File: src/verilog/arm_pipe_pkg.sv
`default_nettype none

package arm_pipe_pkg;

  localparam int XLEN  = 64;  // Data and address width
  localparam int REG_W = 5;   // Register index width

  localparam logic [REG_W-1:0] ZERO_REG = 5'd31;  // XZR

  // Bits 31:21 for the R and D formats
  localparam logic [10:0] OP_LDUR = 11'b11111000010;
  localparam logic [10:0] OP_STUR = 11'b11111000000;
  localparam logic [10:0] OP_ADD  = 11'b10001011000;
  localparam logic [10:0] OP_SUB  = 11'b11001011000;
  localparam logic [10:0] OP_AND  = 11'b10001010000;
  localparam logic [10:0] OP_ORR  = 11'b10101010000;
  localparam logic [7:0]  OP_CBZ  = 8'b10110100;   // Bits 31:24
  localparam logic [5:0]  OP_B    = 6'b000101;     // Bits 31:26

  typedef enum logic [3:0] {
    ALU_AND    = 4'b0000,
    ALU_ORR    = 4'b0001,
    ALU_ADD    = 4'b0010,
    ALU_SUB    = 4'b0110,
    ALU_PASS_B = 4'b0111  // Zero test for CBZ
  } alu_op_e;

  typedef enum logic [1:0] {
    FWD_REG = 2'b00,  // Value read in decode
    FWD_WB  = 2'b01,  // MEM/WB result
    FWD_MEM = 2'b10   // EX/MEM result
  } fwd_sel_e;

  typedef union packed {
    struct packed {
      logic [10:0]      opcode;
      logic [REG_W-1:0] rm;
      logic [5:0]       shamt;
      logic [REG_W-1:0] rn;
      logic [REG_W-1:0] rd;
    } r_fmt;
    struct packed {
      logic [10:0]      opcode;
      logic [8:0]       imm9;
      logic [1:0]       op2;
      logic [REG_W-1:0] rn;
      logic [REG_W-1:0] rt;
    } d_fmt;
    struct packed {
      logic [7:0]       opcode;
      logic [18:0]      imm19;
      logic [REG_W-1:0] rt;
    } cb_fmt;
    struct packed {
      logic [5:0]  opcode;
      logic [25:0] imm26;
    } b_fmt;
  } instr_u;

  typedef struct packed {
    alu_op_e alu_op;
    logic    alu_src;     // Immediate as operand B
    logic    mem_read;
    logic    mem_write;
    logic    reg_write;
    logic    mem_to_reg;
    logic    is_cbz;
    logic    is_b;
  } ctrl_t;

  typedef struct packed {
    logic            taken;
    logic [XLEN-1:0] target;
  } redirect_t;

  typedef struct packed {
    ctrl_t            ctrl;
    logic [XLEN-1:0]  pc;
    logic [XLEN-1:0]  rs1_data;
    logic [XLEN-1:0]  rs2_data;
    logic [XLEN-1:0]  imm;       // Sign extended, not yet scaled
    logic [REG_W-1:0] rn;
    logic [REG_W-1:0] rm;        // Second source, rm or rt
    logic [REG_W-1:0] rd;
  } id_ex_t;

  typedef struct packed {
    ctrl_t            ctrl;
    logic [XLEN-1:0]  alu_result;
    logic [XLEN-1:0]  store_data;
    logic [REG_W-1:0] rd;
  } ex_mem_t;

  typedef struct packed {
    logic [XLEN-1:0] addr;
    logic [XLEN-1:0] wdata;
    logic            read;
    logic            write;
  } dmem_req_t;

  typedef struct packed {
    logic             en;
    logic [REG_W-1:0] rd;
    logic [XLEN-1:0]  data;
  } wb_t;

endpackage

`default_nettype wire

File: src/verilog/arm_hazard_unit.sv
`default_nettype none

module arm_hazard_unit (
  input  wire logic [arm_pipe_pkg::REG_W-1:0]  rs1,
  input  wire logic [arm_pipe_pkg::REG_W-1:0]  rs2,
  input  wire arm_pipe_pkg::id_ex_t            id_ex,
  input  wire arm_pipe_pkg::ex_mem_t           ex_mem,
  input  wire logic [arm_pipe_pkg::REG_W-1:0]  mem_wb_rd,
  input  wire logic                            mem_wb_en,
  output logic                                 stall,
  output arm_pipe_pkg::fwd_sel_e               fwd_a,
  output arm_pipe_pkg::fwd_sel_e               fwd_b
);
  import arm_pipe_pkg::*;

  // Nearest producer wins
  function automatic fwd_sel_e pick_src(
    input logic [REG_W-1:0] src,
    input logic [REG_W-1:0] mem_rd,
    input logic             mem_en,
    input logic [REG_W-1:0] wb_rd,
    input logic             wb_en
  );
    if (mem_en && (mem_rd != ZERO_REG) && (mem_rd == src)) begin
      return FWD_MEM;
    end
    if (wb_en && (wb_rd != ZERO_REG) && (wb_rd == src)) begin
      return FWD_WB;
    end
    return FWD_REG;
  endfunction

  // Load result is not ready until MEM/WB
  assign stall = id_ex.ctrl.mem_read && (id_ex.rd != ZERO_REG) &&
                 ((id_ex.rd == rs1) || (id_ex.rd == rs2));

  always_comb begin
    fwd_a = pick_src(id_ex.rn, ex_mem.rd, ex_mem.ctrl.reg_write, mem_wb_rd, mem_wb_en);
    fwd_b = pick_src(id_ex.rm, ex_mem.rd, ex_mem.ctrl.reg_write, mem_wb_rd, mem_wb_en);
  end

endmodule

`default_nettype wire

File: config.mk
export PLATFORM = sky130hd
export DESIGN_NAME = arm_hazard_unit
export DESIGN_NICKNAME = d
export VERILOG_FILES = /design/src/verilog/arm_pipe_pkg.sv /design/src/verilog/arm_hazard_unit.sv
export SDC_FILE = /design/constraint.sdc
export NUM_CORES = 1
export LEC_CHECK = 0
export BUFFER_PORTS_ARGS = -buffer_cell sky130_fd_sc_hd__buf_2
export CAP_MARGIN = 20
export CORE_AREA = 5 5 172 174
export DETAILED_ROUTE_END_ITERATION = 7
export DIE_AREA = 0 0 177 179
export GPL_ROUTABILITY_DRIVEN = 1
export PLACE_DENSITY_LB_ADDON = 0.05
export SLEW_MARGIN = 15
export SYNTH_ARGS = -nofsm -noshare
export SYNTH_HDL_FRONTEND = slang
export SYNTH_SLANG_ARGS = --single-unit
File: constraint.sdc
create_clock -name vclk -period 4.6
set_input_delay 1.15 -clock vclk [all_inputs]
set_output_delay 1.15 -clock vclk [all_outputs]
set_load 0.01 [all_outputs]
== After elaboration in Yosys (flattened, before gate mapping) ==
Cells that the tools add are included.
Storage, ports and cells
  word-level logic and storage cells: 32
  register bits after elaboration: 0
  input port bits: 442
Cells by class
  mux-type cells: 14
  equal/unequal tests: 9
  reduce and logical (&&, ||, !) cells: 9
Operator list (number)
  == test 5 bit: 6
  2-to-1 mux 2 bit: 8
  != test 5 bit (second input constant): 3
  logical AND 1 bit: 8
  2-to-1 mux 1 bit: 6
  logical OR 1 bit: 1

== Longest topological paths before layout ==
  word-level depth: 7
  gate-level depth with buffers: 4
  depth with buffers taken out: 4

== Least setup slack after synthesis ==
OpenSTA, ideal clock, no wires.
  kind: input port to output port
  from: in ex_mem[2] (netlist bit)
  to: out fwd_a[0]
  setup slack: 1.411 ns
  path buffers: 0
  data arrival time: 2.039 ns
  stages on the path: 4
  required time: 3.450 ns
  cell sequence: nand3_1 > o21ai_0 > nor4_1 > nor4_2
On the way
  longest elaborated chain between the ends: 5
RTL lines
  start: declaration: RTL line arm_hazard_unit.sv:7  | input wire arm_pipe_pkg::ex_mem_t ex_mem,
  != test 5 bit: RTL line arm_hazard_unit.sv:24  | if (mem_en && (mem_rd != ZERO_REG) && (mem_rd == src)) begin
  logical AND 1 bit: RTL line arm_hazard_unit.sv:24
  logical AND 1 bit *: RTL line arm_hazard_unit.sv:24
  2-to-1 mux 1 bit *: RTL line arm_hazard_unit.sv:24
  2-to-1 mux 2 bit *: RTL line arm_hazard_unit.sv:27  | if (wb_en && (wb_rd != ZERO_REG) && (wb_rd == src)) begin
  end: declaration: RTL line arm_hazard_unit.sv:11  | output arm_pipe_pkg::fwd_sel_e fwd_a,
Mark *: on every way between the ends. The rest lies on a longest branch, timed or not.

== Worst setup path after layout ==
  from: in mem_wb_rd[1] (netlist bit)
  to: out fwd_a[0]
On the way
  longest elaborated chain between the ends: 7
RTL lines
  start: declaration: RTL line arm_hazard_unit.sv:8  | input wire logic [arm_pipe_pkg::REG_W-1:0] mem_wb_rd,
  != test 5 bit: RTL line arm_hazard_unit.sv:27
  logical AND 1 bit: RTL line arm_hazard_unit.sv:27
  logical AND 1 bit *: RTL line arm_hazard_unit.sv:27
  2-to-1 mux 1 bit (2 in a row): RTL line arm_hazard_unit.sv:27
  2-to-1 mux 2 bit *: RTL line arm_hazard_unit.sv:30  | return FWD_REG;
  2-to-1 mux 2 bit *: RTL line arm_hazard_unit.sv:27
Mark *: on every way between the ends. The rest lies on a longest branch, timed or not. The select of a mux whose other input is x is not followed.

==> results by group <==
Synth
  • Post-synth net total: 494
  • Post-synthesis cell area: a little under 400 um^2
  • Post-synthesis average cell area: 7.531 um^2
  • Mapped Cells: 52
  • Top cell type's share of synthesized area: 44.73%
  • YS warnings: 0
  • Post-synthesis sequential area ratio: 0%
  • Synth top area cells: xor2_1 (45%), xnor2_1 (22%), nand3_1 (8.9%)
  • Post-synth top area cell: xor2_1
  • Synth cell types: 11

Layout
  • Share of cells above drive strength 1: 47.37%
  • Multi-input logic area: between 300 and 400 um^2
  • Final Cell Area: 1080 um^2
  • Layout area overhead: 175.7%
  • # clk buffers: 0
  • NumNets Final: 539
  • Seq cells: 0
  • Filler cells: around 3400
  • Antenna Diode Count: 0
  • Reg area: 0 um^2

GRT
  • Vias in the first global route: 627
  • Largest net degree at the start of global routing: 4
  • First-pass GRT wire length: approximately 4700 um
  • Antenna violations before repair: 1
  • Total Routing Usage GR: 2.075%
  • Aggregate global routing overflow: 0

Placed design
  • Placer Congestion: approximately 0.59
  • Placement-stage cell area: 1080 um^2
  • IO buf count: 43
  • HPWL after detailed placement: 3323 um
  • Pre-CTS setup slack: 0.8587 ns

Power and ir drop
  • Total Power: roughly 0.000062 W
  • VDD IR max: roughly 0.021 mV
  • Pleak: 0.3068 nW
  • PwrDens: 57.09 nW/um^2

Timing
  • Slew Limit Fails: 0
  • Max Clock Freq: about 270 MHz
  • Worst-Margin Slew: 0.5679 ns
  • Setup violation total in the final timing report: 0
  • Final worst path period need: 3.705 ns
  • Relative slew slack: 61.79%
  • Final period utilization: about 80%
  • Final setup TNS: 0 ns
  • Unrepaired setup endpoints after global routing: no
  • Final worst slack: between 0.8 and 0.9 ns
  • Hold Vio Cnt, Final: 0

Die
  • Boundary pin count: approximately 450
  • Chip height: 179 um
  • Num rows: 61
  • Die width: approximately 180 um
  • Full die area: 31680 um^2
  • Core Footprint: about 28000 um^2
  • Initial Util: 1.417%

Drt
  • Final ANT Viol Nets: 0
  • Final wirelength: 3437 um
  • First-pass iteration count of the detailed router: 2
  • Vias: 529
  • Starting DRT DRC Count: 7
  • Vias/cell: roughly 1.1
  • DRC viols: 0
  • WL/cell: roughly 7.3 um

Min path
  • Hold worst-path end: stall
  • Min-Delay Path Class: in2out
  • Hold Path Origin: id_ex[276]
  • Hold depth: 4

Status
  • Status: finished clean

Worst setup path
  • Crit end category: primary output
  • Critical path launch point type: input pin
  • Max incr delay on CP: 0.62 ns
  • Arrival @ worst endpoint: 2.55 ns
  • Most common cell on crit path: buf_2
  • Worst path slowest cell: or4_1
  • CP Cell Sequence: buf_2, nand3_1, o21ai_1, or4_1, nor4_2, buf_2
  • CP required: 3.45 ns
  • Setup CP Type: in2out
  • Crit-path max FO: 3

Run
  • # Max-Cap Violations: 0

Clock tree
  • Post-CTS Setup Bufs: 0
  • CTS Hold Buffers Added: 0
  • Resize count post-CTS: 0
-- kinds of logic (layout without fill, tap and decap cells) --
kind of cell | count (synthesis) | after routing | synth area share [%]
XOR/XNOR | 30 | 30 | 67.09
AND/OR/NAND/NOR | 18 | 18 | 27.79
AO/OA/AOI/OAI | 4 | 4 | 5.109
buffers and inverters | 0 | 43 | 0
-- metrics by stage --
stage | std cells | utilization [%] | hold WS [ns]
after floorplan | 52 | - | 2.413
after global placement | 473 | 3.908 | 2.674
after detailed placement | 473 | 3.908 | 2.658
after CTS | 473 | 3.908 | 2.663
after global routing | 473 | 3.908 | 2.695
final | 473 | 3.908 | 2.653
-- where the power goes --
group          internal (W)  switching, W  leakage (nW)
Clock                     0             0             0
Combinational     0.0000277     0.0000340         0.307
Sequential                0             0             0
-- Yosys cell counts --
cell type	instances
nand2_1	3
o21ai_0	2
nand3_1	7
or4_1	2
o21ai_1	1
nor3_1	2
nor4_2	2
xnor2_1	10
xor2_1	20
nor4_1	2
a21oi_1	1
-- metal layers --
layer	GRT usage (%)	wire length, um	vias to the layer above
li1	-	-	267
met1	3.773	2156	224
met2	2.363	1006	34
met3	0.5061	262	2
met4	0	5	2
met5	0	7	-
-- area by class of cell --
| type | instances | area share [%] |
|---|---|---|
| well taps | 378 | 43.80 |
| multi-input cells | 52 | 36.27 |
| repair buffers | 43 | 19.93 |
-- worst max-delay path by stage --
stage                 start  endpoint  slack (ns)  cells past startpoint
2_1_floorplan     ex_mem[2]  fwd_a[0]        1.41                      4
5_1_grt        mem_wb_rd[1]  fwd_a[0]        0.80                      6
3_5_place_dp   mem_wb_rd[2]  fwd_a[0]        0.86                      6
3_3_place_gp   mem_wb_rd[2]  fwd_a[0]        0.86                      6
4_1_cts        mem_wb_rd[2]  fwd_a[0]        0.86                      6
6_report       mem_wb_rd[1]  fwd_a[0]        0.90                      6
-- cell usage in the layout, fill, tap and decap left out, drive strengths merged --
cell    n
or4     2
a21oi   1
nand3   7
nor3    2
buf    43
xor2   20
xnor2  10
nor4    4
o21ai   3
nand2   3
-- critical path, delay by kind of cell --
kind            cells  cell delay [ns]
buf+inv             2             0.35
simple gates        3             0.92
compound gates      1             0.13
Note: power is estimated with default switching activity, not from simulation.
