===== src/verilog/arm_pipe_pkg.sv =====
`default_nettype none

package arm_pipe_pkg;

  localparam int XLEN  = 64;  // Data and address width
  localparam int REG_W = 5;   // Register index width

  localparam logic [REG_W-1:0] ZERO_REG = 5'd31;  // XZR

  // Bits 31:21 for the R and D formats
  localparam logic [10:0] OP_LDUR = 11'b11111000010;
  localparam logic [10:0] OP_STUR = 11'b11111000000;
  localparam logic [10:0] OP_ADD  = 11'b10001011000;
  localparam logic [10:0] OP_SUB  = 11'b11001011000;
  localparam logic [10:0] OP_AND  = 11'b10001010000;
  localparam logic [10:0] OP_ORR  = 11'b10101010000;
  localparam logic [7:0]  OP_CBZ  = 8'b10110100;   // Bits 31:24
  localparam logic [5:0]  OP_B    = 6'b000101;     // Bits 31:26

  typedef enum logic [3:0] {
    ALU_AND    = 4'b0000,
    ALU_ORR    = 4'b0001,
    ALU_ADD    = 4'b0010,
    ALU_SUB    = 4'b0110,
    ALU_PASS_B = 4'b0111  // Zero test for CBZ
  } alu_op_e;

  typedef enum logic [1:0] {
    FWD_REG = 2'b00,  // Value read in decode
    FWD_WB  = 2'b01,  // MEM/WB result
    FWD_MEM = 2'b10   // EX/MEM result
  } fwd_sel_e;

  typedef union packed {
    struct packed {
      logic [10:0]      opcode;
      logic [REG_W-1:0] rm;
      logic [5:0]       shamt;
      logic [REG_W-1:0] rn;
      logic [REG_W-1:0] rd;
    } r_fmt;
    struct packed {
      logic [10:0]      opcode;
      logic [8:0]       imm9;
      logic [1:0]       op2;
      logic [REG_W-1:0] rn;
      logic [REG_W-1:0] rt;
    } d_fmt;
    struct packed {
      logic [7:0]       opcode;
      logic [18:0]      imm19;
      logic [REG_W-1:0] rt;
    } cb_fmt;
    struct packed {
      logic [5:0]  opcode;
      logic [25:0] imm26;
    } b_fmt;
  } instr_u;

  typedef struct packed {
    alu_op_e alu_op;
    logic    alu_src;     // Immediate as operand B
    logic    mem_read;
    logic    mem_write;
    logic    reg_write;
    logic    mem_to_reg;
    logic    is_cbz;
    logic    is_b;
  } ctrl_t;

  typedef struct packed {
    logic            taken;
    logic [XLEN-1:0] target;
  } redirect_t;

  typedef struct packed {
    ctrl_t            ctrl;
    logic [XLEN-1:0]  pc;
    logic [XLEN-1:0]  rs1_data;
    logic [XLEN-1:0]  rs2_data;
    logic [XLEN-1:0]  imm;       // Sign extended, not yet scaled
    logic [REG_W-1:0] rn;
    logic [REG_W-1:0] rm;        // Second source, rm or rt
    logic [REG_W-1:0] rd;
  } id_ex_t;

  typedef struct packed {
    ctrl_t            ctrl;
    logic [XLEN-1:0]  alu_result;
    logic [XLEN-1:0]  store_data;
    logic [REG_W-1:0] rd;
  } ex_mem_t;

  typedef struct packed {
    logic [XLEN-1:0] addr;
    logic [XLEN-1:0] wdata;
    logic            read;
    logic            write;
  } dmem_req_t;

  typedef struct packed {
    logic             en;
    logic [REG_W-1:0] rd;
    logic [XLEN-1:0]  data;
  } wb_t;

endpackage

`default_nettype wire


===== src/verilog/arm_decode.sv =====
`default_nettype none

module arm_decode (
  input  wire logic                            CLOCK,
  input  wire logic                            arst_n,
  input  wire logic [arm_pipe_pkg::XLEN-1:0]   if_pc,
  input  wire arm_pipe_pkg::instr_u            if_instr,
  input  wire logic                            stall,
  input  wire arm_pipe_pkg::redirect_t         redirect,
  input  wire logic [arm_pipe_pkg::XLEN-1:0]   rs1_data,
  input  wire logic [arm_pipe_pkg::XLEN-1:0]   rs2_data,
  output logic [arm_pipe_pkg::REG_W-1:0]       rs1,
  output logic [arm_pipe_pkg::REG_W-1:0]       rs2,
  output arm_pipe_pkg::id_ex_t                 id_ex
);
  import arm_pipe_pkg::*;

  ctrl_t            dec_ctrl;
  logic [XLEN-1:0]  imm;
  logic [REG_W-1:0] rd;

  ctrl_t            ctrl_q;
  logic [XLEN-1:0]  pc_q;
  logic [XLEN-1:0]  rs1_data_q;
  logic [XLEN-1:0]  rs2_data_q;
  logic [XLEN-1:0]  imm_q;
  logic [REG_W-1:0] rn_q;
  logic [REG_W-1:0] rm_q;
  logic [REG_W-1:0] rd_q;

  assign rs1 = if_instr.r_fmt.rn;
  assign rs2 = if_instr[28] ? if_instr.d_fmt.rt : if_instr.r_fmt.rm;  // STUR, CBZ use rt
  assign rd  = if_instr.r_fmt.rd;

  always_comb begin
    dec_ctrl = '0;
    if (if_instr.b_fmt.opcode == OP_B) begin
      dec_ctrl.alu_op = ALU_PASS_B;
      dec_ctrl.is_b   = 1'b1;
    end else if (if_instr.cb_fmt.opcode == OP_CBZ) begin
      dec_ctrl.alu_op = ALU_PASS_B;     // Passes rt to the zero test
      dec_ctrl.is_cbz = 1'b1;
    end else begin
      case (if_instr.r_fmt.opcode)
        OP_LDUR: begin
          dec_ctrl.alu_op     = ALU_ADD;
          dec_ctrl.alu_src    = 1'b1;
          dec_ctrl.mem_read   = 1'b1;
          dec_ctrl.reg_write  = 1'b1;
          dec_ctrl.mem_to_reg = 1'b1;
        end
        OP_STUR: begin
          dec_ctrl.alu_op    = ALU_ADD;
          dec_ctrl.alu_src   = 1'b1;
          dec_ctrl.mem_write = 1'b1;
        end
        OP_ADD: begin
          dec_ctrl.alu_op    = ALU_ADD;
          dec_ctrl.reg_write = 1'b1;
        end
        OP_SUB: begin
          dec_ctrl.alu_op    = ALU_SUB;
          dec_ctrl.reg_write = 1'b1;
        end
        OP_AND: begin
          dec_ctrl.alu_op    = ALU_AND;
          dec_ctrl.reg_write = 1'b1;
        end
        OP_ORR: begin
          dec_ctrl.alu_op    = ALU_ORR;
          dec_ctrl.reg_write = 1'b1;
        end
        default: dec_ctrl = '0;         // Unknown opcode runs as NOP
      endcase
    end
    if (rd == ZERO_REG) begin
      dec_ctrl.reg_write = 1'b0;        // XZR is never written
    end
  end

  always_comb begin
    if (dec_ctrl.is_b) begin
      imm = {{(XLEN-26){if_instr.b_fmt.imm26[25]}}, if_instr.b_fmt.imm26};
    end else if (dec_ctrl.is_cbz) begin
      imm = {{(XLEN-19){if_instr.cb_fmt.imm19[18]}}, if_instr.cb_fmt.imm19};
    end else begin
      imm = {{(XLEN-9){if_instr.d_fmt.imm9[8]}}, if_instr.d_fmt.imm9};
    end
  end

  always_ff @(posedge CLOCK or negedge arst_n) begin
    if (!arst_n) begin
      ctrl_q <= '0;
    end else if (stall || redirect.taken) begin
      ctrl_q <= '0;                     // Bubble
    end else begin
      ctrl_q <= dec_ctrl;
    end
  end

  always_ff @(posedge CLOCK) begin
    pc_q       <= if_pc;
    rs1_data_q <= rs1_data;
    rs2_data_q <= rs2_data;
    imm_q      <= imm;
    rn_q       <= rs1;
    rm_q       <= rs2;
    rd_q       <= rd;
  end

  assign id_ex = '{ctrl: ctrl_q, pc: pc_q, rs1_data: rs1_data_q, rs2_data: rs2_data_q,
                   imm: imm_q, rn: rn_q, rm: rm_q, rd: rd_q};

endmodule

`default_nettype wire


===== config.mk =====
export PLATFORM = sky130hd
export DESIGN_NAME = arm_decode
export DESIGN_NICKNAME = d
export VERILOG_FILES = /design/src/verilog/arm_pipe_pkg.sv /design/src/verilog/arm_decode.sv
export SDC_FILE = /design/constraint.sdc
export NUM_CORES = 1
export LEC_CHECK = 0
export BUFFER_PORTS_ARGS = -buffer_cell sky130_fd_sc_hd__buf_2
export CORE_AREA = 2 2 230 232
export DETAILED_ROUTE_END_ITERATION = 10
export DIE_AREA = 0 0 232 234
export HOLD_SLACK_MARGIN = 0.12
export PLACE_DENSITY = 0.37
export SYNTH_ARGS = -nofsm -noshare
export SYNTH_HDL_FRONTEND = slang
export SYNTH_SLANG_ARGS = --single-unit
export TNS_END_PERCENT = 100

===== constraint.sdc =====
create_clock -name CLOCK -period 1.54 [get_ports CLOCK]
set_input_delay 0.308 -clock CLOCK [delete_from_list [all_inputs] [get_ports CLOCK]]
set_output_delay 0.308 -clock CLOCK [all_outputs]
set_load 0.005 [all_outputs]

# [Word level (Yosys, flattened, before mapping)]
# Index checks and enable logic that the tools add are counted.
[op_classes] eq_ne=9 n_mux=16 n_reduce_logical=4
[ops] op="64-bit two-way mux" count=2
[ops] op="11-bit equality test (second input constant)" count=6
[ops] op="11-bit two-way mux" count=1
[ops] op="5-bit two-way mux" count=2
[ops] op="3-bit case mux with 3 select lines" count=1
[ops] op="8-bit equality test (second input constant)" count=1
[ops] op="1-bit two-way mux" count=7
[ops] op="6-bit by 3-bit equality test with 1-bit output (second input constant)" count=1
[ops] op="6-bit two-way mux" count=1
[ops] op="5-bit equality test (second input constant)" count=1
[ops] op="5-bit OR reduction" count=1
[ops] op="4-bit two-way mux" count=1
[ops] op="3-bit two-way mux" count=1
[ops] op="3-bit OR reduction" count=1
[ops] op="2-bit OR reduction" count=1
[ops] op="1-bit logical OR" count=1
[totals] reg_bits=282 elab_cells=44

# [Depth between registers and ports, before layout]
[logic_depth] depth_word=7 mapped_depth=5

# [Least setup slack after synthesis]
# Ideal clock, no wire load.
[synth_timing] path_type="register to output" startpoint="register imm_q[62] (netlist name)" endpoint="output id_ex[41] (netlist bit)" arrival_ns=1.151 t_required_ns=1.232 slack_ns=0.081 stages_incl_launch_ff=2 n_path_buf=1 cell_sequence="dfxtp_1 buf_4"
[synth_lines] item="to (decl)" line="arm_decode.sv:14" source="output arm_pipe_pkg::id_ex_t id_ex"

==> results.yml <==
flow_run:
  drv_cap: 0
sta:
  worstMarginPinSlew_ns: 0.532
  hold_ws_ns: 0.174
  finalCritPeriodShare_pct: 99.5
  setup-violations-final: 0
  hold_violations: 0
  relSlewSlack_pct: 64.5
  fmax_mhz: 652
  rsz0062_at_grt: "yes"
  slew_viol_final: 0
  fin_crit_ns: 1.53
worst_setup_path:
  crit_arrival_ns: 1.22
  crit_path_end: "id_ex[64]"
  crit_fanout: 39
  cp-end-kind: "output pin"
  crit_path_start_kind: "register"
  critical_path_required_ns: 1.23
  crit_start: "imm_q[62]$_DFF_P_"
  worstSetupPathType: "register to output pin"
cts:
  path_clk_slew_ns: 0.06
  clk_path_buf_depth: 3
  cts_root_buffer: "clkbuf_16"
  cts_tree: "done"
  cts_buffers: 30
  htree_levels: 1
  clock-sinks: 242
yosys:
  synth_commonest_cells: "dfxtp_1 (233), buf_4 (47), a221o_1 (16)"
  syn_avg_cell_area_um2: 15.5
  synth_top_family_by_area: "buffers and inverters"
  yosys_warnings: 0
  synth_most_common_cell: "dfxtp_1"
  async_flop_share_pct: 3.72
  synth_edf_count: 0
  ys_ff_latch: 242
  yosys.area_share.simple_pct: 4.75
  synth_cell_types: 38
  ys.flop_type: "dfxtp_1"
  synth_area_mm2: 0.00592
  ys_seq_area_share_pct: 82.6
  syn_inst: 381
  synth.area.top_cells: "dfxtp_1 (79%), buf_4 (6.0%), dfrtp_1 (3.8%)"
  synth_largest_area_cell: "dfxtp_1"
  synth_xor_xnor_area_share_pct: 0
  synth_fa_ha_area_share_pct: 0
  muxShareOfSynthArea_pct: 1.14
  synth_nets: 673
  synth-compound-area-share_pct: 4.56
  yosysTopAreaCellShare_pct: 78.8
final_layout:
  drive_above_1_share_pct: 52.8
  area_growth_pct: 113
  diodes: 0
  fin_nets: 1436
detailed_routing:
  vias_per_cell: 3.10
  dr.pass1.iters: 4
  wire_per_inst_um: 13.8
  finalWirelength_um: 25500
  drt_iter0_drc: 104
  antenna_left: 0
  drcViolationCount: 0
  vias: 5740
global_route:
  grt_pass1_wl_um: 34500
  overflow: 0
  grt_max_degree: 40
  grt_antenna_before_repair: 1
  grt_pass1_vias: 5944
  track_usage_pct: 8.48
outcome:
  status: "finished, final reports clean"
worst_hold_path:
  min_path_cells: 4
  min_path_type: "input pin to register"
placed_design:
  io_buffers: 518
  dpl.hpwl_um: 18700
  place_congestion: 0.729
pwr:
  p_per_area_mw_per_mm2: 1210
  p_leak_nw: 6.02
  total_power_mw: 15.2
  ir_drop_v: 0.000873
floorplan:
  dieArea_mm2: 0.0543
  pin_count: 584
  start_util_pct: 11.4
  num_rows: 84
  die_w_um: 232
  core_mm2: 0.0520
  dieHeight_um: 234
## layout make-up
cell class                 instances  area (um^2)
clock inverter                    18          175
clock buffer                      34          817
inverter                           4         15.0
multi-input combinational         82          649
timing repair buffer             784         5220
fill                            5604        39400
tap                              688          861
sequential                       242         4890
## metrics by stage
step | std cells | setup TNS [ns] | worst slack (ns) | util (%) | area (um^2)
global route | 1852 | -3.87 | -0.108 | 24.3 | 12600
CTS | 1852 | -2.21 | -0.0587 | 24.2 | 12600
finish | 1852 | 0 | 0.00730 | 24.3 | 12600
floorplan | 381 | 0 | 0.0807 | - | 5920
detailed placement | 1562 | -0.147 | -0.132 | 17.7 | 9230
global placement | 1562 | -0.210 | -0.0846 | 17.7 | 9230
## worst min path at each step
stage	slack (ns)	end	startpoint
2_1_floorplan	0.01	id_ex[271]$_DFF_PN0_	arst_n
3_3_place_gp	0.17	id_ex[280]$_DFF_PN0_	arst_n
3_5_place_dp	0.17	id_ex[280]$_DFF_PN0_	arst_n
4_1_cts	0.12	imm_q[62]$_DFF_P_	if_instr[25]
5_1_grt	0.17	id_ex[272]$_DFF_PN0_	if_instr[31]
6_report	0.17	rm_q[2]$_DFF_P_	if_instr[2]
## power breakdown
group | total (mW) | switching, mW | leakage, nW | internal (mW)
Combinational | 1.55 | 0.576 | 3.45 | 0.976
Clock | 6.99 | 2.85 | 0.478 | 4.14
Sequential | 6.70 | 0.0880 | 2.09 | 6.61
## sequential cells by signal (all words and copies together), names as in the netlist
| signal | count |
|---|---|
| rm_q | 5 |
| rn_q | 5 |
| rd_q | 5 |
| rs2_data_q | 64 |
| imm_q | 26 |
| pc_q | 64 |
| id_ex | 9 |
| rs1_data_q | 64 |
## critical path, cell delays in order (launching register included)
cell	delay, ns
dfxtp_2	0.34
buf_12	0.17
buf_2	0.14
## cell families after synthesis
| kind of cell | Yosys count |
|---|---|
| AND/OR/NAND/NOR | 43 |
| other | 1 |
| AO/OA/AOI/OAI | 32 |
| buffers and inverters | 57 |
| multiplexers | 6 |
| flip-flops | 242 |
## per-layer routing
metal	wire (um)	GRT usage, %
met1	9320	8.86
met2	13000	15.3
met3	2530	3.40
met4	626	3.21
met5	13	0
## what timing repair did
| action | CTS | global route |
|---|---|---|
| gates resized for setup | 1 | 3 |
| hold endpoints to repair | 244 | 1 |
| setup buffers | 0 | 0 |
| hold buffers | 238 | 1 |
| setup endpoints to repair | 39 | 46 |
## cell usage in the layout, fill, tap and decap left out, types with 2 or more instances in the layout
master / count
o21ai_0: 4
buf_12: 3
inv_1: 4
nor2_1: 5
a221o_1: 16
and3_1: 8
mux2_2: 6
clkbuf_8: 3
and4bb_2: 3
a211oi_1: 3
clkinv_4: 3
clkinvlp_4: 5
buf_4: 25
nor3_1: 9
buf_2: 518
clkinv_2: 5
inv_6: 3
dfxtp_1: 232
nand2_1: 3
dlygate4sd3_1: 238
dfrtp_1: 9
nand3_1: 2
clkbuf_16: 31
nand4_1: 3
a21oi_1: 2
bufinv_16: 2
(Power assumes the default switching activity.)
