`src/verilog/arm_pipe_pkg.sv`:
```
`default_nettype none

package arm_pipe_pkg;

  localparam int XLEN  = 64;  // Data and address width
  localparam int REG_W = 5;   // Register index width

  localparam logic [REG_W-1:0] ZERO_REG = 5'd31;  // XZR

  // Bits 31:21 for the R and D formats
  localparam logic [10:0] OP_LDUR = 11'b11111000010;
  localparam logic [10:0] OP_STUR = 11'b11111000000;
  localparam logic [10:0] OP_ADD  = 11'b10001011000;
  localparam logic [10:0] OP_SUB  = 11'b11001011000;
  localparam logic [10:0] OP_AND  = 11'b10001010000;
  localparam logic [10:0] OP_ORR  = 11'b10101010000;
  localparam logic [7:0]  OP_CBZ  = 8'b10110100;   // Bits 31:24
  localparam logic [5:0]  OP_B    = 6'b000101;     // Bits 31:26

  typedef enum logic [3:0] {
    ALU_AND    = 4'b0000,
    ALU_ORR    = 4'b0001,
    ALU_ADD    = 4'b0010,
    ALU_SUB    = 4'b0110,
    ALU_PASS_B = 4'b0111  // Zero test for CBZ
  } alu_op_e;

  typedef enum logic [1:0] {
    FWD_REG = 2'b00,  // Value read in decode
    FWD_WB  = 2'b01,  // MEM/WB result
    FWD_MEM = 2'b10   // EX/MEM result
  } fwd_sel_e;

  typedef union packed {
    struct packed {
      logic [10:0]      opcode;
      logic [REG_W-1:0] rm;
      logic [5:0]       shamt;
      logic [REG_W-1:0] rn;
      logic [REG_W-1:0] rd;
    } r_fmt;
    struct packed {
      logic [10:0]      opcode;
      logic [8:0]       imm9;
      logic [1:0]       op2;
      logic [REG_W-1:0] rn;
      logic [REG_W-1:0] rt;
    } d_fmt;
    struct packed {
      logic [7:0]       opcode;
      logic [18:0]      imm19;
      logic [REG_W-1:0] rt;
    } cb_fmt;
    struct packed {
      logic [5:0]  opcode;
      logic [25:0] imm26;
    } b_fmt;
  } instr_u;

  typedef struct packed {
    alu_op_e alu_op;
    logic    alu_src;     // Immediate as operand B
    logic    mem_read;
    logic    mem_write;
    logic    reg_write;
    logic    mem_to_reg;
    logic    is_cbz;
    logic    is_b;
  } ctrl_t;

  typedef struct packed {
    logic            taken;
    logic [XLEN-1:0] target;
  } redirect_t;

  typedef struct packed {
    ctrl_t            ctrl;
    logic [XLEN-1:0]  pc;
    logic [XLEN-1:0]  rs1_data;
    logic [XLEN-1:0]  rs2_data;
    logic [XLEN-1:0]  imm;       // Sign extended, not yet scaled
    logic [REG_W-1:0] rn;
    logic [REG_W-1:0] rm;        // Second source, rm or rt
    logic [REG_W-1:0] rd;
  } id_ex_t;

  typedef struct packed {
    ctrl_t            ctrl;
    logic [XLEN-1:0]  alu_result;
    logic [XLEN-1:0]  store_data;
    logic [REG_W-1:0] rd;
  } ex_mem_t;

  typedef struct packed {
    logic [XLEN-1:0] addr;
    logic [XLEN-1:0] wdata;
    logic            read;
    logic            write;
  } dmem_req_t;

  typedef struct packed {
    logic             en;
    logic [REG_W-1:0] rd;
    logic [XLEN-1:0]  data;
  } wb_t;

endpackage

`default_nettype wire

```
`src/verilog/arm_regfile.sv`:
```
`default_nettype none

module arm_regfile (
  input  wire logic                            CLOCK,
  input  wire logic                            arst_n,
  input  wire logic [arm_pipe_pkg::REG_W-1:0]  rs1,
  input  wire logic [arm_pipe_pkg::REG_W-1:0]  rs2,
  input  wire arm_pipe_pkg::wb_t               wb,
  output logic [arm_pipe_pkg::XLEN-1:0]        rs1_data,
  output logic [arm_pipe_pkg::XLEN-1:0]        rs2_data
);
  import arm_pipe_pkg::*;

  logic [XLEN-1:0] regs [0:ZERO_REG-1];  // X0 to X30

  function automatic logic [XLEN-1:0] read_reg(input logic [REG_W-1:0] idx);
    if (idx == ZERO_REG) begin
      return '0;
    end
    if (wb.en && (wb.rd == idx)) begin
      return wb.data;                    // Write-through
    end
    return regs[idx];
  endfunction

  always_ff @(posedge CLOCK or negedge arst_n) begin
    if (!arst_n) begin
      for (int i = 0; i < ZERO_REG; i++) begin
        regs[i] <= '0;
      end
    end else if (wb.en && (wb.rd != ZERO_REG)) begin
      regs[wb.rd] <= wb.data;
    end
  end

  always_comb begin
    rs1_data = read_reg(rs1);
    rs2_data = read_reg(rs2);
  end

endmodule

`default_nettype wire
```
`config.mk`:
```
export PLATFORM = sky130hd
export DESIGN_NAME = arm_regfile
export DESIGN_NICKNAME = d
export VERILOG_FILES = /design/src/verilog/arm_pipe_pkg.sv /design/src/verilog/arm_regfile.sv
export SDC_FILE = /design/constraint.sdc
export NUM_CORES = 2
export LEC_CHECK = 0
export BUFFER_PORTS_ARGS = -buffer_cell sky130_fd_sc_hd__buf_2
export CORE_ASPECT_RATIO = 1.2
export CORE_UTILIZATION = 64
export CTS_CLUSTER_DIAMETER = 100
export DETAILED_ROUTE_END_ITERATION = 12
export HOLD_SLACK_MARGIN = 0.12
export PLACE_DENSITY = 0.85
export SETUP_SLACK_MARGIN = 0.05
export SKIP_LAST_GASP = 1
export SLEW_MARGIN = 25
export SYNTH_ARGS = -nofsm -noshare
export SYNTH_HDL_FRONTEND = slang
export SYNTH_SLANG_ARGS = --single-unit
```
`constraint.sdc`:
```
create_clock -name CLOCK -period 2.1 [get_ports CLOCK]
set_input_delay 0.105 -clock CLOCK [delete_from_list [all_inputs] [get_ports CLOCK]]
set_output_delay 0.105 -clock CLOCK [all_outputs]
set_load 0.01 [all_outputs]
```
==> results of run 1 <==
-- through the flow --
step | util (%) | setup slack [ns]
after floorplan | - | 0.318
after global placement | 70.7 | -0.454
after detailed placement | 70.7 | -0.513
after CTS | 76.9 | -0.677
-- cells by family after synthesis --
| family | Yosys count | share of synthesized area [%] |
|---|---|---|
| flip-flops | 1984 | 45.7 |
| XOR/XNOR | 10 | 0.0806 |
| AO/OA/AOI/OAI | 1357 | 8.83 |
| multiplexers | 3519 | 39.4 |
| buffers and inverters | 917 | 4.12 |
| AND/OR/NAND/NOR | 425 | 1.83 |
-- timing repair --
action | CTS
pin swaps | 337
setup buffers | 147
endpoints found under the setup margin | 128
hold buffers | 72
hold endpoints to repair | 3968
cloned | 0
gates resized for setup | 415
==> qor.txt, run 1 <==
DIE
---------------------------------------------------------------------------
Die W ........................................................  378 microns
Num ports ....................................................          210
Placement Rows ...............................................          165
Height of the die ............................................  453 microns
Starting Density .............................................        64.5%

OUTCOME
---------------------------------------------------------------------------
Tool error ................................................... [ERROR GRT-0228] Horizontal edge usage exceeds the maximum allowed. (23, 22) usage=65535 limit=3200
Stop stage ................................................... global routing (5_1_grt)
Status ....................................................... aborted with a tool error

CLOCKING
---------------------------------------------------------------------------
Clock sink total .............................................         1984
Buffer depth of the longest clock path .......................            3
Clock root buffer ............................................    clkbuf_16
Total CTS buffers ............................................          199
Max H-tree Level .............................................            4

YOSYS
---------------------------------------------------------------------------
Most common flop cell mapped by yosys ........................      dfrtp_1
Summed instance area of the synthesized netlist ..............  0.109 sq mm
Synth warnings ...............................................            0
Biggest area consumer among synthesized cells ................      dfrtp_1
Share of the yosys chip area belonging to registers ..........        45.7%
Syn Inst Count ...............................................         8212
Top cell type's share of synthesized area ....................        45.7%
Fraction of registers with async set/reset ...................         100%
Most instantiated library cell after synthesis ...............      dfrtp_1
Net count after synthesis ....................................         8294
Count of flip-flops with a built-in enable after synthesis ...            0
Count of unique library cells instantiated by Yosys ..........           57
Top cells by area, synth ..................................... dfrtp_1, mux2_2, mux2i_1
#FFs+latches synth ...........................................         1984
Most frequent cells after synthesis .......................... dfrtp_1, mux2_2, mux2i_1
Mean Syn Cell Area ...........................................   13.2 sq um

PLACE
---------------------------------------------------------------------------
Gp weighted congestion .......................................        0.963
Placed Instances .............................................        10600
Port buffer count ............................................          209
HPWL reported at the end of detailed placement ...............       249 mm
Area after detailed placement ................................  0.119 sq mm

TIMING
---------------------------------------------------------------------------
Critical endpoint after global-route timing repair ........... rs1_data[30]
Kind of the worst endpoint ................................... top-level output

GRT
---------------------------------------------------------------------------
Maximum number of pins on one net before global-route repair .          129

==> run 2: changes to the inputs <==
Settings changed: CORE_ASPECT_RATIO 1.2 to default, CORE_UTILIZATION 64 to 40, CTS_CLUSTER_DIAMETER 100 to default, HOLD_SLACK_MARGIN 0.12 to default, PLACE_DENSITY 0.85 to default, PLACE_DENSITY_LB_ADDON from default to 0.15, SETUP_SLACK_MARGIN 0.05 to default.
==> run 2 against run 1 <==
  * The flow now finishes, with violations (setup timing)
  * Synthesized cell count stayed put
  * Synthesized area stayed put
==> qor.txt, run 2 <==
OUTCOME
--------------------------------------------------------------------------------------
Status .................................................................. finished, violations left
Violated checks ......................................................... setup timing

YOSYS
--------------------------------------------------------------------------------------
Count of unique library cells instantiated by Yosys .....................           57
Most frequent cells after synthesis ..................................... dfrtp_1, mux2_2, mux2i_1
#FFs+latches synth ......................................................         1984
Biggest area consumer among synthesized cells ...........................      dfrtp_1
Top cell type's share of synthesized area ...............................        45.7%
Most instantiated library cell after synthesis ..........................      dfrtp_1
Fraction of registers with async set/reset ..............................         100%
Share of the yosys chip area belonging to registers .....................        45.7%
Most common flop cell mapped by yosys ...................................      dfrtp_1
Summed instance area of the synthesized netlist .........................  0.109 sq mm
Count of flip-flops with a built-in enable after synthesis ..............            0
Mean Syn Cell Area ......................................................   13.2 sq um
Syn Inst Count ..........................................................         8212
Top cells by area, synth ................................................ dfrtp_1, mux2_2, mux2i_1
Synth warnings ..........................................................            0
Net count after synthesis ...............................................         8294

DIE
--------------------------------------------------------------------------------------
Placement Rows ..........................................................          190
Area of the core ........................................................  0.269 sq mm
Starting Density ........................................................        40.4%
Height of the die .......................................................  523 microns
Num ports ...............................................................          210
Total Die Area ..........................................................  0.274 sq mm
Die W ...................................................................  523 microns

LAYOUT
--------------------------------------------------------------------------------------
Ratio of cells with drive above 1 in the final layout ...................        48.8%
Most frequent cells in the layout ....................................... dfrtp_1, mux2_2, mux2i_1
Largest registers .......................................................  regs (1984)
Leading cell type in the layout, fill and taps excluded .................      dfrtp_1
Area growth from synthesis to final layout ..............................        23.9%
Area of all placed cells without fillers ................................  0.135 sq mm
Max FFs per register ....................................................         1984
Net count of the finished layout ........................................         9016
Register with the most flip-flops .......................................         regs

PWR
--------------------------------------------------------------------------------------
Leakage .................................................................      60.6 nW
VDD IR-drop max .........................................................     0.725 mV
Power Density ...........................................................  901 mW/mm^2

GRT
--------------------------------------------------------------------------------------
GRT Max-Usage Layer .....................................................         met2
Met1 track demand over resource .........................................        42.0%
Number of antenna violations at the first check in global routing .......           21
Met2 track demand over resource in global routing .......................        49.7%
Vias in the first global route ..........................................        82300
Maximum number of pins on one net before global-route repair ............          122
Wire length of the first global-routing pass ............................       616 mm
Met3 demand-to-capacity share in global routing .........................        5.18%
Total gr overflow .......................................................            0
Overall global routing resource usage ...................................        31.1%

CLOCKING
--------------------------------------------------------------------------------------
Buffer depth of the longest clock path ..................................            4
Total CTS buffers .......................................................          233
Max H-tree Level ........................................................            4
Clock root buffer .......................................................    clkbuf_16
Clock tree from TritonCTS ...............................................         done
Latest clock arrival within the worst-skew pair .........................      0.91 ns
Clock slew at the register clock pins of the worst setup and hold paths .      0.06 ns
Clock sink total ........................................................         1984

DETAILED ROUTING
--------------------------------------------------------------------------------------
1st-pass router iterations ..............................................            5
Number of DRC violations after detailed-routing iteration 0 .............         7234
Remaining routing DRC violations ........................................            0
Routed Wire Length ......................................................       432 mm
Number of vias after detailed routing ...................................        80300
Average via count per standard cell .....................................         6.33
Remaining antenna violation count after routing .........................            0
Wire length per cell after detailed routing ............................. 34.0 microns

WORST SETUP PATH
--------------------------------------------------------------------------------------
Path type of the worst setup path ....................................... flop to output pin
Reg2reg start ...........................................................    regs[224]
Largest stage delay, worst path .........................................      0.47 ns
Data arrival time of the critical path ..................................      2.73 ns
Slowest library cell on the worst path ..................................       mux4_2
Critical path data required time ........................................      2.00 ns
Endpoint type of the worst setup path ...................................   output pin
Critical-path cell list ................................................. mux4_2 -> nor2b_4 -> a211oi_2 -> nor3_2 -> a32o_2 -> buf_6
Startpoint type of the worst setup path .................................         flop
Worst reg-to-reg setup slack ............................................      1.06 ns
Maximum fanout along the worst path .....................................            3
Buffer and inverter count on the worst path .............................            1
Worst setup path startpoint .............................................    regs[337]
Family of cells with the greatest summed delay on the critical path ..... compound AO/OA/AOI/OAI gates

TIMING
--------------------------------------------------------------------------------------
Peak Freq ...............................................................      352 MHz
Pins Over Slew Limit ....................................................            0
Slew of the pin with the lowest slew margin .............................     0.884 ns
Total negative setup slack ..............................................    -62.26 ns
Worst relative slew slack ...............................................        41.0%
Worst Skew ..............................................................         0 ns
Final hold violation count ..............................................            0
Unrepaired setup endpoints after global routing .........................          yes
Part of the cycle the worst path needs ..................................         135%
Post-route minimum period ...............................................      2.84 ns
Final setup slack of the worst path .....................................    -0.739 ns
Setup violation total in the final timing report ........................          128

PLACE
--------------------------------------------------------------------------------------
Pre-CTS worst setup slack ...............................................    -0.671 ns
Gp weighted congestion ..................................................        0.879
HPWL reported at the end of detailed placement ..........................       282 mm
Port buffer count .......................................................          209
Area after detailed placement ...........................................  0.123 sq mm

JOB
--------------------------------------------------------------------------------------
Max cap viols ...........................................................            0

MIN PATH
--------------------------------------------------------------------------------------
Kind of path behind the tightest hold check ............................. input port to asynchronous set/reset pin

==> run 2: cell counts after synthesis <==
Identical to the previous run, type by type.
==> run 2: logic make-up (layout without fill, tap and decap cells) <==
group | Yosys count | after routing | share of synthesized area, %
buf+inv | 917 | 1822 | 4.12
xor+xnor | 10 | 10 | 0.0806
other cells | 0 | 13 | 0
flops | 1984 | 1984 | 45.7
mux | 3519 | 3519 | 39.4
simple gates | 425 | 425 | 1.83
compound gates | 1357 | 1357 | 8.83
==> run 2: routing by layer <==
layer  wire [microns]  share of wire, %
met2           200000                46
met1           184000                43
met4            19700               4.6
met3            28300               6.6
met5                0                 0
==> run 2: where the power goes <==
group | switching [mW] | internal, mW | leakage (nW)
registers | 5.77 | 45.8 | 25.3
logic | 12.3 | 15.4 | 31.4
clock network | 17.2 | 24.7 | 3.84
==> run 2: worst paths after layout <==
kind,end,cells past startpoint
max,rs1_data[17],6
min,regs[1401],3
max reg2reg,regs[224],3
min reg2reg,regs[649],1
max in group asynchronous,regs[1534],4
min in group CLOCK,regs[1091],6
==> run 2: tightest hold or removal path, cell delays in order <==
cell           delay, ns
dlygate4sd3_1       0.58
buf_12              0.33
buf_12              0.29
==> run 2: repair_timing <==
action / 4_1_cts / 5_1_grt
setup buffers: 104 / 27
resized for setup: 445 / 165
pin swaps: 336 / 158
endpoints found under the hold margin: 3802 / 0
hold buffers: 70 / 0
endpoints found under the setup margin: 128 / 128
==> run 2: cell type report <==
class | instances | area, sq um
Tap cell | 3552 | 4440
Clock buffer | 351 | 6960
Timing Repair Buffer | 1378 | 15200
Inverter | 26 | 97.6
Fill cell | 23100 | 134000
Multi-Input combinational cell | 5311 | 57300
Clock inverter | 67 | 827
Sequential cell | 1984 | 49600
Antenna cell | 13 | 32.5
==> run 2: stage by stage <==
step,total power [mW],instances,utilization [%],hold slack [ns]
2_1_floorplan,67.5,8212,-,-0.191
3_3_place_gp,76.3,12100,45.6,0.0374
3_5_place_dp,77.4,12100,45.6,0.0376
4_1_cts,121,12700,49.7,0.0144
5_1_grt,126,12700,50.0,0.0519
6_report,121,12700,50.0,0.0674
Note: power is estimated with default switching activity, not from simulation.
