==> src/verilog/arm_pipe_pkg.sv <==
`default_nettype none

package arm_pipe_pkg;

  localparam int XLEN  = 64;  // Data and address width
  localparam int REG_W = 5;   // Register index width

  localparam logic [REG_W-1:0] ZERO_REG = 5'd31;  // XZR

  // Bits 31:21 for the R and D formats
  localparam logic [10:0] OP_LDUR = 11'b11111000010;
  localparam logic [10:0] OP_STUR = 11'b11111000000;
  localparam logic [10:0] OP_ADD  = 11'b10001011000;
  localparam logic [10:0] OP_SUB  = 11'b11001011000;
  localparam logic [10:0] OP_AND  = 11'b10001010000;
  localparam logic [10:0] OP_ORR  = 11'b10101010000;
  localparam logic [7:0]  OP_CBZ  = 8'b10110100;   // Bits 31:24
  localparam logic [5:0]  OP_B    = 6'b000101;     // Bits 31:26

  typedef enum logic [3:0] {
    ALU_AND    = 4'b0000,
    ALU_ORR    = 4'b0001,
    ALU_ADD    = 4'b0010,
    ALU_SUB    = 4'b0110,
    ALU_PASS_B = 4'b0111  // Zero test for CBZ
  } alu_op_e;

  typedef enum logic [1:0] {
    FWD_REG = 2'b00,  // Value read in decode
    FWD_WB  = 2'b01,  // MEM/WB result
    FWD_MEM = 2'b10   // EX/MEM result
  } fwd_sel_e;

  typedef union packed {
    struct packed {
      logic [10:0]      opcode;
      logic [REG_W-1:0] rm;
      logic [5:0]       shamt;
      logic [REG_W-1:0] rn;
      logic [REG_W-1:0] rd;
    } r_fmt;
    struct packed {
      logic [10:0]      opcode;
      logic [8:0]       imm9;
      logic [1:0]       op2;
      logic [REG_W-1:0] rn;
      logic [REG_W-1:0] rt;
    } d_fmt;
    struct packed {
      logic [7:0]       opcode;
      logic [18:0]      imm19;
      logic [REG_W-1:0] rt;
    } cb_fmt;
    struct packed {
      logic [5:0]  opcode;
      logic [25:0] imm26;
    } b_fmt;
  } instr_u;

  typedef struct packed {
    alu_op_e alu_op;
    logic    alu_src;     // Immediate as operand B
    logic    mem_read;
    logic    mem_write;
    logic    reg_write;
    logic    mem_to_reg;
    logic    is_cbz;
    logic    is_b;
  } ctrl_t;

  typedef struct packed {
    logic            taken;
    logic [XLEN-1:0] target;
  } redirect_t;

  typedef struct packed {
    ctrl_t            ctrl;
    logic [XLEN-1:0]  pc;
    logic [XLEN-1:0]  rs1_data;
    logic [XLEN-1:0]  rs2_data;
    logic [XLEN-1:0]  imm;       // Sign extended, not yet scaled
    logic [REG_W-1:0] rn;
    logic [REG_W-1:0] rm;        // Second source, rm or rt
    logic [REG_W-1:0] rd;
  } id_ex_t;

  typedef struct packed {
    ctrl_t            ctrl;
    logic [XLEN-1:0]  alu_result;
    logic [XLEN-1:0]  store_data;
    logic [REG_W-1:0] rd;
  } ex_mem_t;

  typedef struct packed {
    logic [XLEN-1:0] addr;
    logic [XLEN-1:0] wdata;
    logic            read;
    logic            write;
  } dmem_req_t;

  typedef struct packed {
    logic             en;
    logic [REG_W-1:0] rd;
    logic [XLEN-1:0]  data;
  } wb_t;

endpackage

`default_nettype wire

==> src/verilog/arm_mem_wb.sv <==
`default_nettype none

module arm_mem_wb (
  input  wire logic                            CLOCK,
  input  wire logic                            arst_n,
  input  wire arm_pipe_pkg::ex_mem_t           ex_mem,
  input  wire logic [arm_pipe_pkg::XLEN-1:0]   dmem_rdata,
  output arm_pipe_pkg::wb_t                    wb
);
  import arm_pipe_pkg::*;

  logic             en_q;
  logic             mem_to_reg_q;
  logic [REG_W-1:0] rd_q;
  logic [XLEN-1:0]  alu_q;
  logic [XLEN-1:0]  load_q;

  always_ff @(posedge CLOCK or negedge arst_n) begin
    if (!arst_n) begin
      en_q         <= 1'b0;
      mem_to_reg_q <= 1'b0;
    end else begin
      en_q         <= ex_mem.ctrl.reg_write;
      mem_to_reg_q <= ex_mem.ctrl.mem_to_reg;
    end
  end

  always_ff @(posedge CLOCK) begin
    rd_q   <= ex_mem.rd;
    alu_q  <= ex_mem.alu_result;
    load_q <= dmem_rdata;              // Combinational read data
  end

  assign wb = '{en: en_q, rd: rd_q, data: mem_to_reg_q ? load_q : alu_q};

endmodule

`default_nettype wire

==> config.mk <==
export PLATFORM = sky130hd
export DESIGN_NAME = arm_mem_wb
export DESIGN_NICKNAME = d
export VERILOG_FILES = /design/src/verilog/arm_pipe_pkg.sv /design/src/verilog/arm_mem_wb.sv
export SDC_FILE = /design/constraint.sdc
export NUM_CORES = 1
export LEC_CHECK = 0
export ABC_AREA = 1
export BUFFER_PORTS_ARGS = -buffer_cell sky130_fd_sc_hd__clkbuf_2
export CAP_MARGIN = 10
export CORE_AREA = 5 5 106 108
export CTS_CLUSTER_DIAMETER = 30
export DETAILED_ROUTE_END_ITERATION = 16
export DIE_AREA = 0 0 111 113
export PLACE_DENSITY = 0.79
export SLEW_MARGIN = 20
export SYNTH_ARGS = -nofsm -noshare
export SYNTH_HDL_FRONTEND = slang
export SYNTH_SLANG_ARGS = --single-unit
==> constraint.sdc <==
create_clock -name CLOCK -period 1.2 [get_ports CLOCK]
set_clock_uncertainty 0.1 [all_clocks]
set_input_delay 0.12 -clock CLOCK [delete_from_list [all_inputs] [get_ports CLOCK]]
set_output_delay 0.12 -clock CLOCK [all_outputs]
set_load 0.005 [all_outputs]
==> Word-level counts from Yosys, hierarchy flattened <==
Cells that the tools add are included.
{ "word_totals": {"register_bits": 135, "out_inout_bits": 70, "wordCells": 6} }
{ "classes": {"n_mux": 1} }
{ "op_table": {"columns": ["op", "count"], "rows": [
  ["$mux 64", 1]
]} }

==> Logic depth before layout (Yosys ltp) <==
Gate-level depths: netlist of run 1.
{ "depth": {"ltp_word": 1, "ltp_mapped": 4} }

==> Worst setup path before layout of run 1 <==
No wires, ideal clock.
{ "synth_timing": {"path_kind": "reg2out", "start": "register mem_to_reg_q", "end": "output wb[0] in the netlist's numbering", "t_arrival_ns": 0.791, "setup_slack_ns": 0.189, "stages_incl_launch_ff": 5, "path_cell_list": "dfrtp_1 buf_4 clkbuf_8 nand2_1 nand2_1"} }
{ "synth_lines": {"columns": ["element", "line", "text"], "rows": [
  ["start, declared", "arm_mem_wb.sv:13", "logic mem_to_reg_q;"],
  ["start signal, assigned", "arm_mem_wb.sv:24", "mem_to_reg_q <= ex_mem.ctrl.mem_to_reg;"],
  ["end, declared", "arm_mem_wb.sv:8", "output arm_pipe_pkg::wb_t wb"]
]} }

==> qor.yml, run 1 <==
run_status:
  status: "finished with violations"
  violations: "setup timing"
sta:
  period_share_pct: 143.2
  hold_viol: 0
  finalSetupViolCount: 65
  maxSlewHeadroom_pct: 81.59
  grt_setup_unrepaired: "true"
  period_needed_ns: 1.719
  slew_viol_final: 0
  tightest_slew_ns: 0.2761
  timing.final.ws_setup_ns: -0.5189
  fmax_mhz: 581.8
worst_setup_path:
  critPathTopFamily: "flip-flops"
  crit_buf_inv: 3
  crit_arrival_ns: 1.50
  critical-path-max-stage-delay_ns: 0.44
  path_cells: "buf_4, buf_12, nand2_1, nand2_1, clkbuf_2"
  crit_path_end_kind: "primary output"
  path_class: "reg2out"
  crit_required_ns: 0.98
  cp_slowest_cell: "dfrtp_2"
  cp_common_cell: "nand2_1"
  startpoint_type: "flop"
  crit_fanout: 22
finish:
  fillers: 680
  area_growth_pct: 92.56
  drive_above_1_share_pct: 36.13
  layout.nets: 911
  register_area_um2: 2716
  utilization_pct: 67.70
  postLayoutCellArea_um2: 6864
  multi_input_area_um2: 735.7
synthesis:
  synthXorXnorAreaFrac_pct: 0
  synth_seq_cells: 135
  syn_area_um2: 3565
  synth.yosys.warnings: 0
  synth_compound_area_share_pct: 0
  muxShareOfSynthArea_pct: 0
  avgSynthCellArea_um2: 10.42
  yosys.area_share.adder_pct: 0
  ys_types: 7
  synth_top_family_by_area: "simple AND/OR/NAND/NOR gates"
  postSynthCellCount: 342
  syn_nets: 552
  seq_area_frac_synth_pct: 76.10
  synth-simple-area-share_pct: 20.22
grt:
  grt_overflow: 0
  first_global_vias: 4105
  antenna_found_initial: 1
  track_usage_pct: 20.08
  grt_first_pass_wirelength_mm: 19.55
  grt_max_degree: 30
die:
  dieHeight_um: 113
  start_util_pct: 35.16
  fp.dieW_um: 111
  core_area_um2: 10140
  rows: 37
  dieArea_um2: 12540
  io_pins: 280
route:
  drc_errors: 0
  postRouteAntennaNets: 0
  wl_per_cell_um: 14.79
  vias: 3597
  drtIter0Drc: 167
  routed_wl_mm: 12.60
  post_drt_via_cell_ratio: 4.222
  first_pass_iters: 4
clock_tree:
  htreeDepth: 4
  clk_pin_slew_ns: 0.06
  cts-root-buf: "clkbuf_8"
  clock-sinks: 135
  cts_made_buffers: 17
  cts_buffer_depth: 2
  cts_tree: "yes"
flow_run:
  maxCapViolCount: 0
placement:
  port_buffers: 206
  place_area_um2: 4742
  gp_congestion: 0.8336
  dp_slack_ns: -0.02472
  dpl.hpwl_mm: 6.787
hold_path:
  min_path_type: "in2reg"
pwr:
  power.density_nw_per_um2: 1642
  p_total_uw: 11270
  ir_worst_vdd_v: 0.0009674
  total_leakage_power_uw: 0.003543
-- metrics by stage --
| step | setup TNS (ns) | hold slack (ns) | instances |
|---|---|---|---|
| after floorplan | 0 | -0.2756 | 342 |
| after global placement | -0.2073 | -0.1886 | 677 |
| after detailed placement | -0.3103 | -0.1877 | 677 |
| after CTS | -33.23 | 0.1272 | 847 |
| after global routing | -38.06 | 0.1284 | 851 |
| final | -31.13 | 0.1543 | 852 |
-- worst paths after layout --
path / start / to / slack [ns] / depth (start not counted)
max: mem_to_reg_q$_DFF_PN0_ / wb[47] / -0.52 / 5
min: ex_mem[70] / alu_q[1]$_DFF_P_ / 0.15 / 2
max in group asynchronous: arst_n / mem_to_reg_q$_DFF_PN0_ / 0.43 / 3
min in group asynchronous: arst_n / mem_to_reg_q$_DFF_PN0_ / 0.42 / 3
-- logic make-up (layout without fill, tap and decap cells) --
group                  after synthesis  count (layout)
other                                0               2
buffers and inverters               15             387
DFF                                135             135
and+or+nand+nor                    192             192
-- state kept, by name (all words and copies together) (netlist names) --
name and flops:
mem_to_reg_q 1, rd_q 5, en_q 1, load_q 64, alu_q 64
-- per-layer routing --
metal / wire length (µm) / vias to the layer above / track usage (%)
li1: - / 1748 / -
met1: 4263 / 1624 / 18.15
met2: 6777 / 176 / 37.10
met3: 933 / 49 / 8.182
met4: 624 / 0 / 12.73
met5: 0 / - / 0
-- where the power goes --
part | total [µW] | switching (µW) | internal (µW)
Combinational | 1150 | 454 | 699
Clock | 5320 | 1840 | 3480
Sequential | 4800 | 71.5 | 4730
Total | 11300 | 2370 | 8910
-- synthesized netlist by cell type, drive strengths merged --
library cell	count	area, µm²
inv	1	3.750
nand2	192	720.7
buf	8	45.04
dfrtp	2	50.05
clkbuf	6	82.58
dfxtp	133	2663
-- cells in the final DEF, fill, tap and decap left out, drive strengths merged --
master       synthesis  final
diode                0      2
clkbuf               6    229
clkinvlp             0      3
clkinv               0      6
nand2              192    192
dfrtp                2      2
dlygate4sd3          0    137
buf                  8      8
bufinv               0      4
dfxtp              133    133
-- what timing repair did --
action | in CTS | in global routing
endpoints found under the hold margin | 137 | 0
hold buffers | 137 | 0
pin swaps | 0 | 0
buffers inserted | 1 | 0
gates resized for setup | 10 | 6
cloned | 0 | 3
setup endpoints to repair | 65 | 67
-- layout make-up --
cell class | instances | area share [%]
antenna | 2 | 0.07291
clock buffer | 20 | 6.489
clock inverter | 12 | 2.552
inverter | 1 | 0.1276
multi-input combinational | 192 | 10.72
sequential | 135 | 39.57
tap | 136 | 2.479
timing repair buffer | 354 | 37.99
Power figures use the tool's default switching activity.
==> run 2, diff against run 1 <==
--- a/config.mk
+++ b/config.mk
@@ -5,14 +5,13 @@
 export SDC_FILE = /design/constraint.sdc
 export NUM_CORES = 1
 export LEC_CHECK = 0
-export ABC_AREA = 1
 export BUFFER_PORTS_ARGS = -buffer_cell sky130_fd_sc_hd__clkbuf_2
 export CAP_MARGIN = 10
-export CORE_AREA = 5 5 106 108
+export CORE_AREA = 5 5 107 109
 export CTS_CLUSTER_DIAMETER = 30
 export DETAILED_ROUTE_END_ITERATION = 16
-export DIE_AREA = 0 0 111 113
-export PLACE_DENSITY = 0.79
+export DIE_AREA = 0 0 112 114
+export PLACE_DENSITY = 0.8
 export SLEW_MARGIN = 20
 export SYNTH_ARGS = -nofsm -noshare
 export SYNTH_HDL_FRONTEND = slang
==> qor.yml, run 2 <==
run_status:
  status: "did not finish"
  lastStage: "clock tree synthesis"
  tool.error: "[ERROR RSZ-0060] Max buffer count reached."
clock_tree:
  clock-sinks: 135  # unchanged
  postCtsSetupBuffers: 0  # -1
  cts_buffer_depth: 2  # unchanged
  holdBufCountCts: 117  # -15%
  cts-root-buf: "clkbuf_8"
  cts_made_buffers: 17  # unchanged
  htreeDepth: 4  # unchanged
  cts_resized: 3  # -7
synthesis:
  synthTopCellsByCount: "dfxtp_1 (133), mux2_4 (60), buf_12 (6), mux2_2 (4), dfrtp_1 (2)"
  synth_largest_area_cell: "dfxtp_1"
  syn_nets: 417  # -24%
  synth_top_area_share_pct: 70.12  # -4.6 points
  seq_area_frac_synth_pct: 71.43  # -4.7 points
  synth_ff_type: "dfxtp_1"
  async_flop_share_pct: 1.481  # unchanged
  syn_area_um2: 3797  # +6.5%
  synth_area_leaders: "dfxtp_1 (70%), mux2_4 (24%), buf_12 (3.2%)"
  synth.yosys.warnings: 0  # unchanged
  avgSynthCellArea_um2: 18.34  # +76%
  synth-edff-count: 0  # unchanged
  postSynthCellCount: 207  # -39%
  synth_seq_cells: 135  # unchanged
  ys_types: 7  # unchanged
  synth_most_common_cell: "dfxtp_1"
die:
  rows: 38  # +2.7%
  fp.dieW_um: 112  # +0.90%
  start_util_pct: 36.14  # +0.98 points
  io_pins: 280  # unchanged
  dieHeight_um: 114  # +0.88%
placement:
  dp_cells: 548  # -19%
  port_buffers: 206  # unchanged
  gp_congestion: 0.8357  # +0.25%
  dpl.hpwl_mm: 6.181  # -8.9%
-- run 2: stage by stage --
stage          utilization, %  worst slack, ns  hold slack (ns)  area [µm²]
3_3_place_gp            46.78          -0.1830          -0.1917        4916
3_5_place_dp            46.78          -0.1979          -0.1882        4916
2_1_floorplan               -          0.02486          -0.2756        3797
-- run 2: kinds of logic after synthesis --
| group | share of synthesized area, % |
|---|---|
| buf+inv | 3.658 |
| mux | 24.91 |
| flops | 71.43 |
==> run 3, diff against run 2 <==
--- a/config.mk
+++ b/config.mk
@@ -8,10 +8,9 @@
 export BUFFER_PORTS_ARGS = -buffer_cell sky130_fd_sc_hd__clkbuf_2
 export CAP_MARGIN = 10
 export CORE_AREA = 5 5 107 109
-export CTS_CLUSTER_DIAMETER = 30
 export DETAILED_ROUTE_END_ITERATION = 16
 export DIE_AREA = 0 0 112 114
-export PLACE_DENSITY = 0.8
+export PLACE_DENSITY_LB_ADDON = 0.15
 export SLEW_MARGIN = 20
 export SYNTH_ARGS = -nofsm -noshare
 export SYNTH_HDL_FRONTEND = slang
==> qor.yml, run 3 <==
synthesis:
  synth_seq_cells: 135  # unchanged
  syn_nets: 417  # unchanged
  synth-edff-count: 0  # unchanged
  synth-simple-area-share_pct: 0  # unchanged
  synth_area_leaders: "dfxtp_1 (70%), mux2_4 (24%), buf_12 (3.2%)"
  avgSynthCellArea_um2: 18.34  # unchanged
  seq_area_frac_synth_pct: 71.43  # unchanged
  synthXorXnorAreaFrac_pct: 0  # unchanged
  yosys.area_share.adder_pct: 0  # unchanged
  postSynthCellCount: 207  # unchanged
  synth_top_family_by_area: "multiplexers"
  synth_largest_area_cell: "dfxtp_1"
  synth_most_common_cell: "dfxtp_1"
  synth_top_area_share_pct: 70.12  # unchanged
  syn_area_um2: 3797  # unchanged
  ys_types: 7  # unchanged
  async_flop_share_pct: 1.481  # unchanged
  synth_compound_area_share_pct: 0  # unchanged
  muxShareOfSynthArea_pct: 24.91  # unchanged
  synth.yosys.warnings: 0  # unchanged
  synth_ff_type: "dfxtp_1"
  synthTopCellsByCount: "dfxtp_1 (133), mux2_4 (60), buf_12 (6), mux2_2 (4), dfrtp_1 (2)"
clock_tree:
  clock-sinks: 135  # unchanged
  cts-root-buf: "clkbuf_8"
  postCtsSetupBuffers: 1  # +1
  htreeDepth: 4  # unchanged
  cts_made_buffers: 17  # unchanged
  cts_resized: 0  # -3
  cts_buffer_depth: 2  # unchanged
  holdBufCountCts: 117  # unchanged
die:
  rows: 38  # unchanged
  fp.dieW_um: 112  # unchanged
  start_util_pct: 36.14  # unchanged
  dieHeight_um: 114  # unchanged
  io_pins: 280  # unchanged
run_status:
  status: "did not finish"
  tool.error: "[ERROR RSZ-0060] Max buffer count reached."
  lastStage: "clock tree synthesis"
placement:
  dpl.hpwl_mm: 5.999  # -2.9%
  port_buffers: 206  # unchanged
  gp_congestion: 0.7460  # -11%
  dp_cells: 551  # +0.55%
-- run 3: cell counts after synthesis --
No cell type changed its count.
-- run 3: cells by family after synthesis --
logic type	after synthesis
buffers and inverters	8
DFF	135
muxes	64
-- run 3: stage by stage --
stage / setup TNS, ns / utilization, % / cell area [µm²] / setup WS [ns] / hold slack [ns]
after detailed placement: -10.62 / 47.00 / 4938 / -0.1952 / -0.1854
after global placement: -10.12 / 47.00 / 4938 / -0.1837 / -0.1863
after floorplan: 0 / - / 3797 / 0.02486 / -0.2756
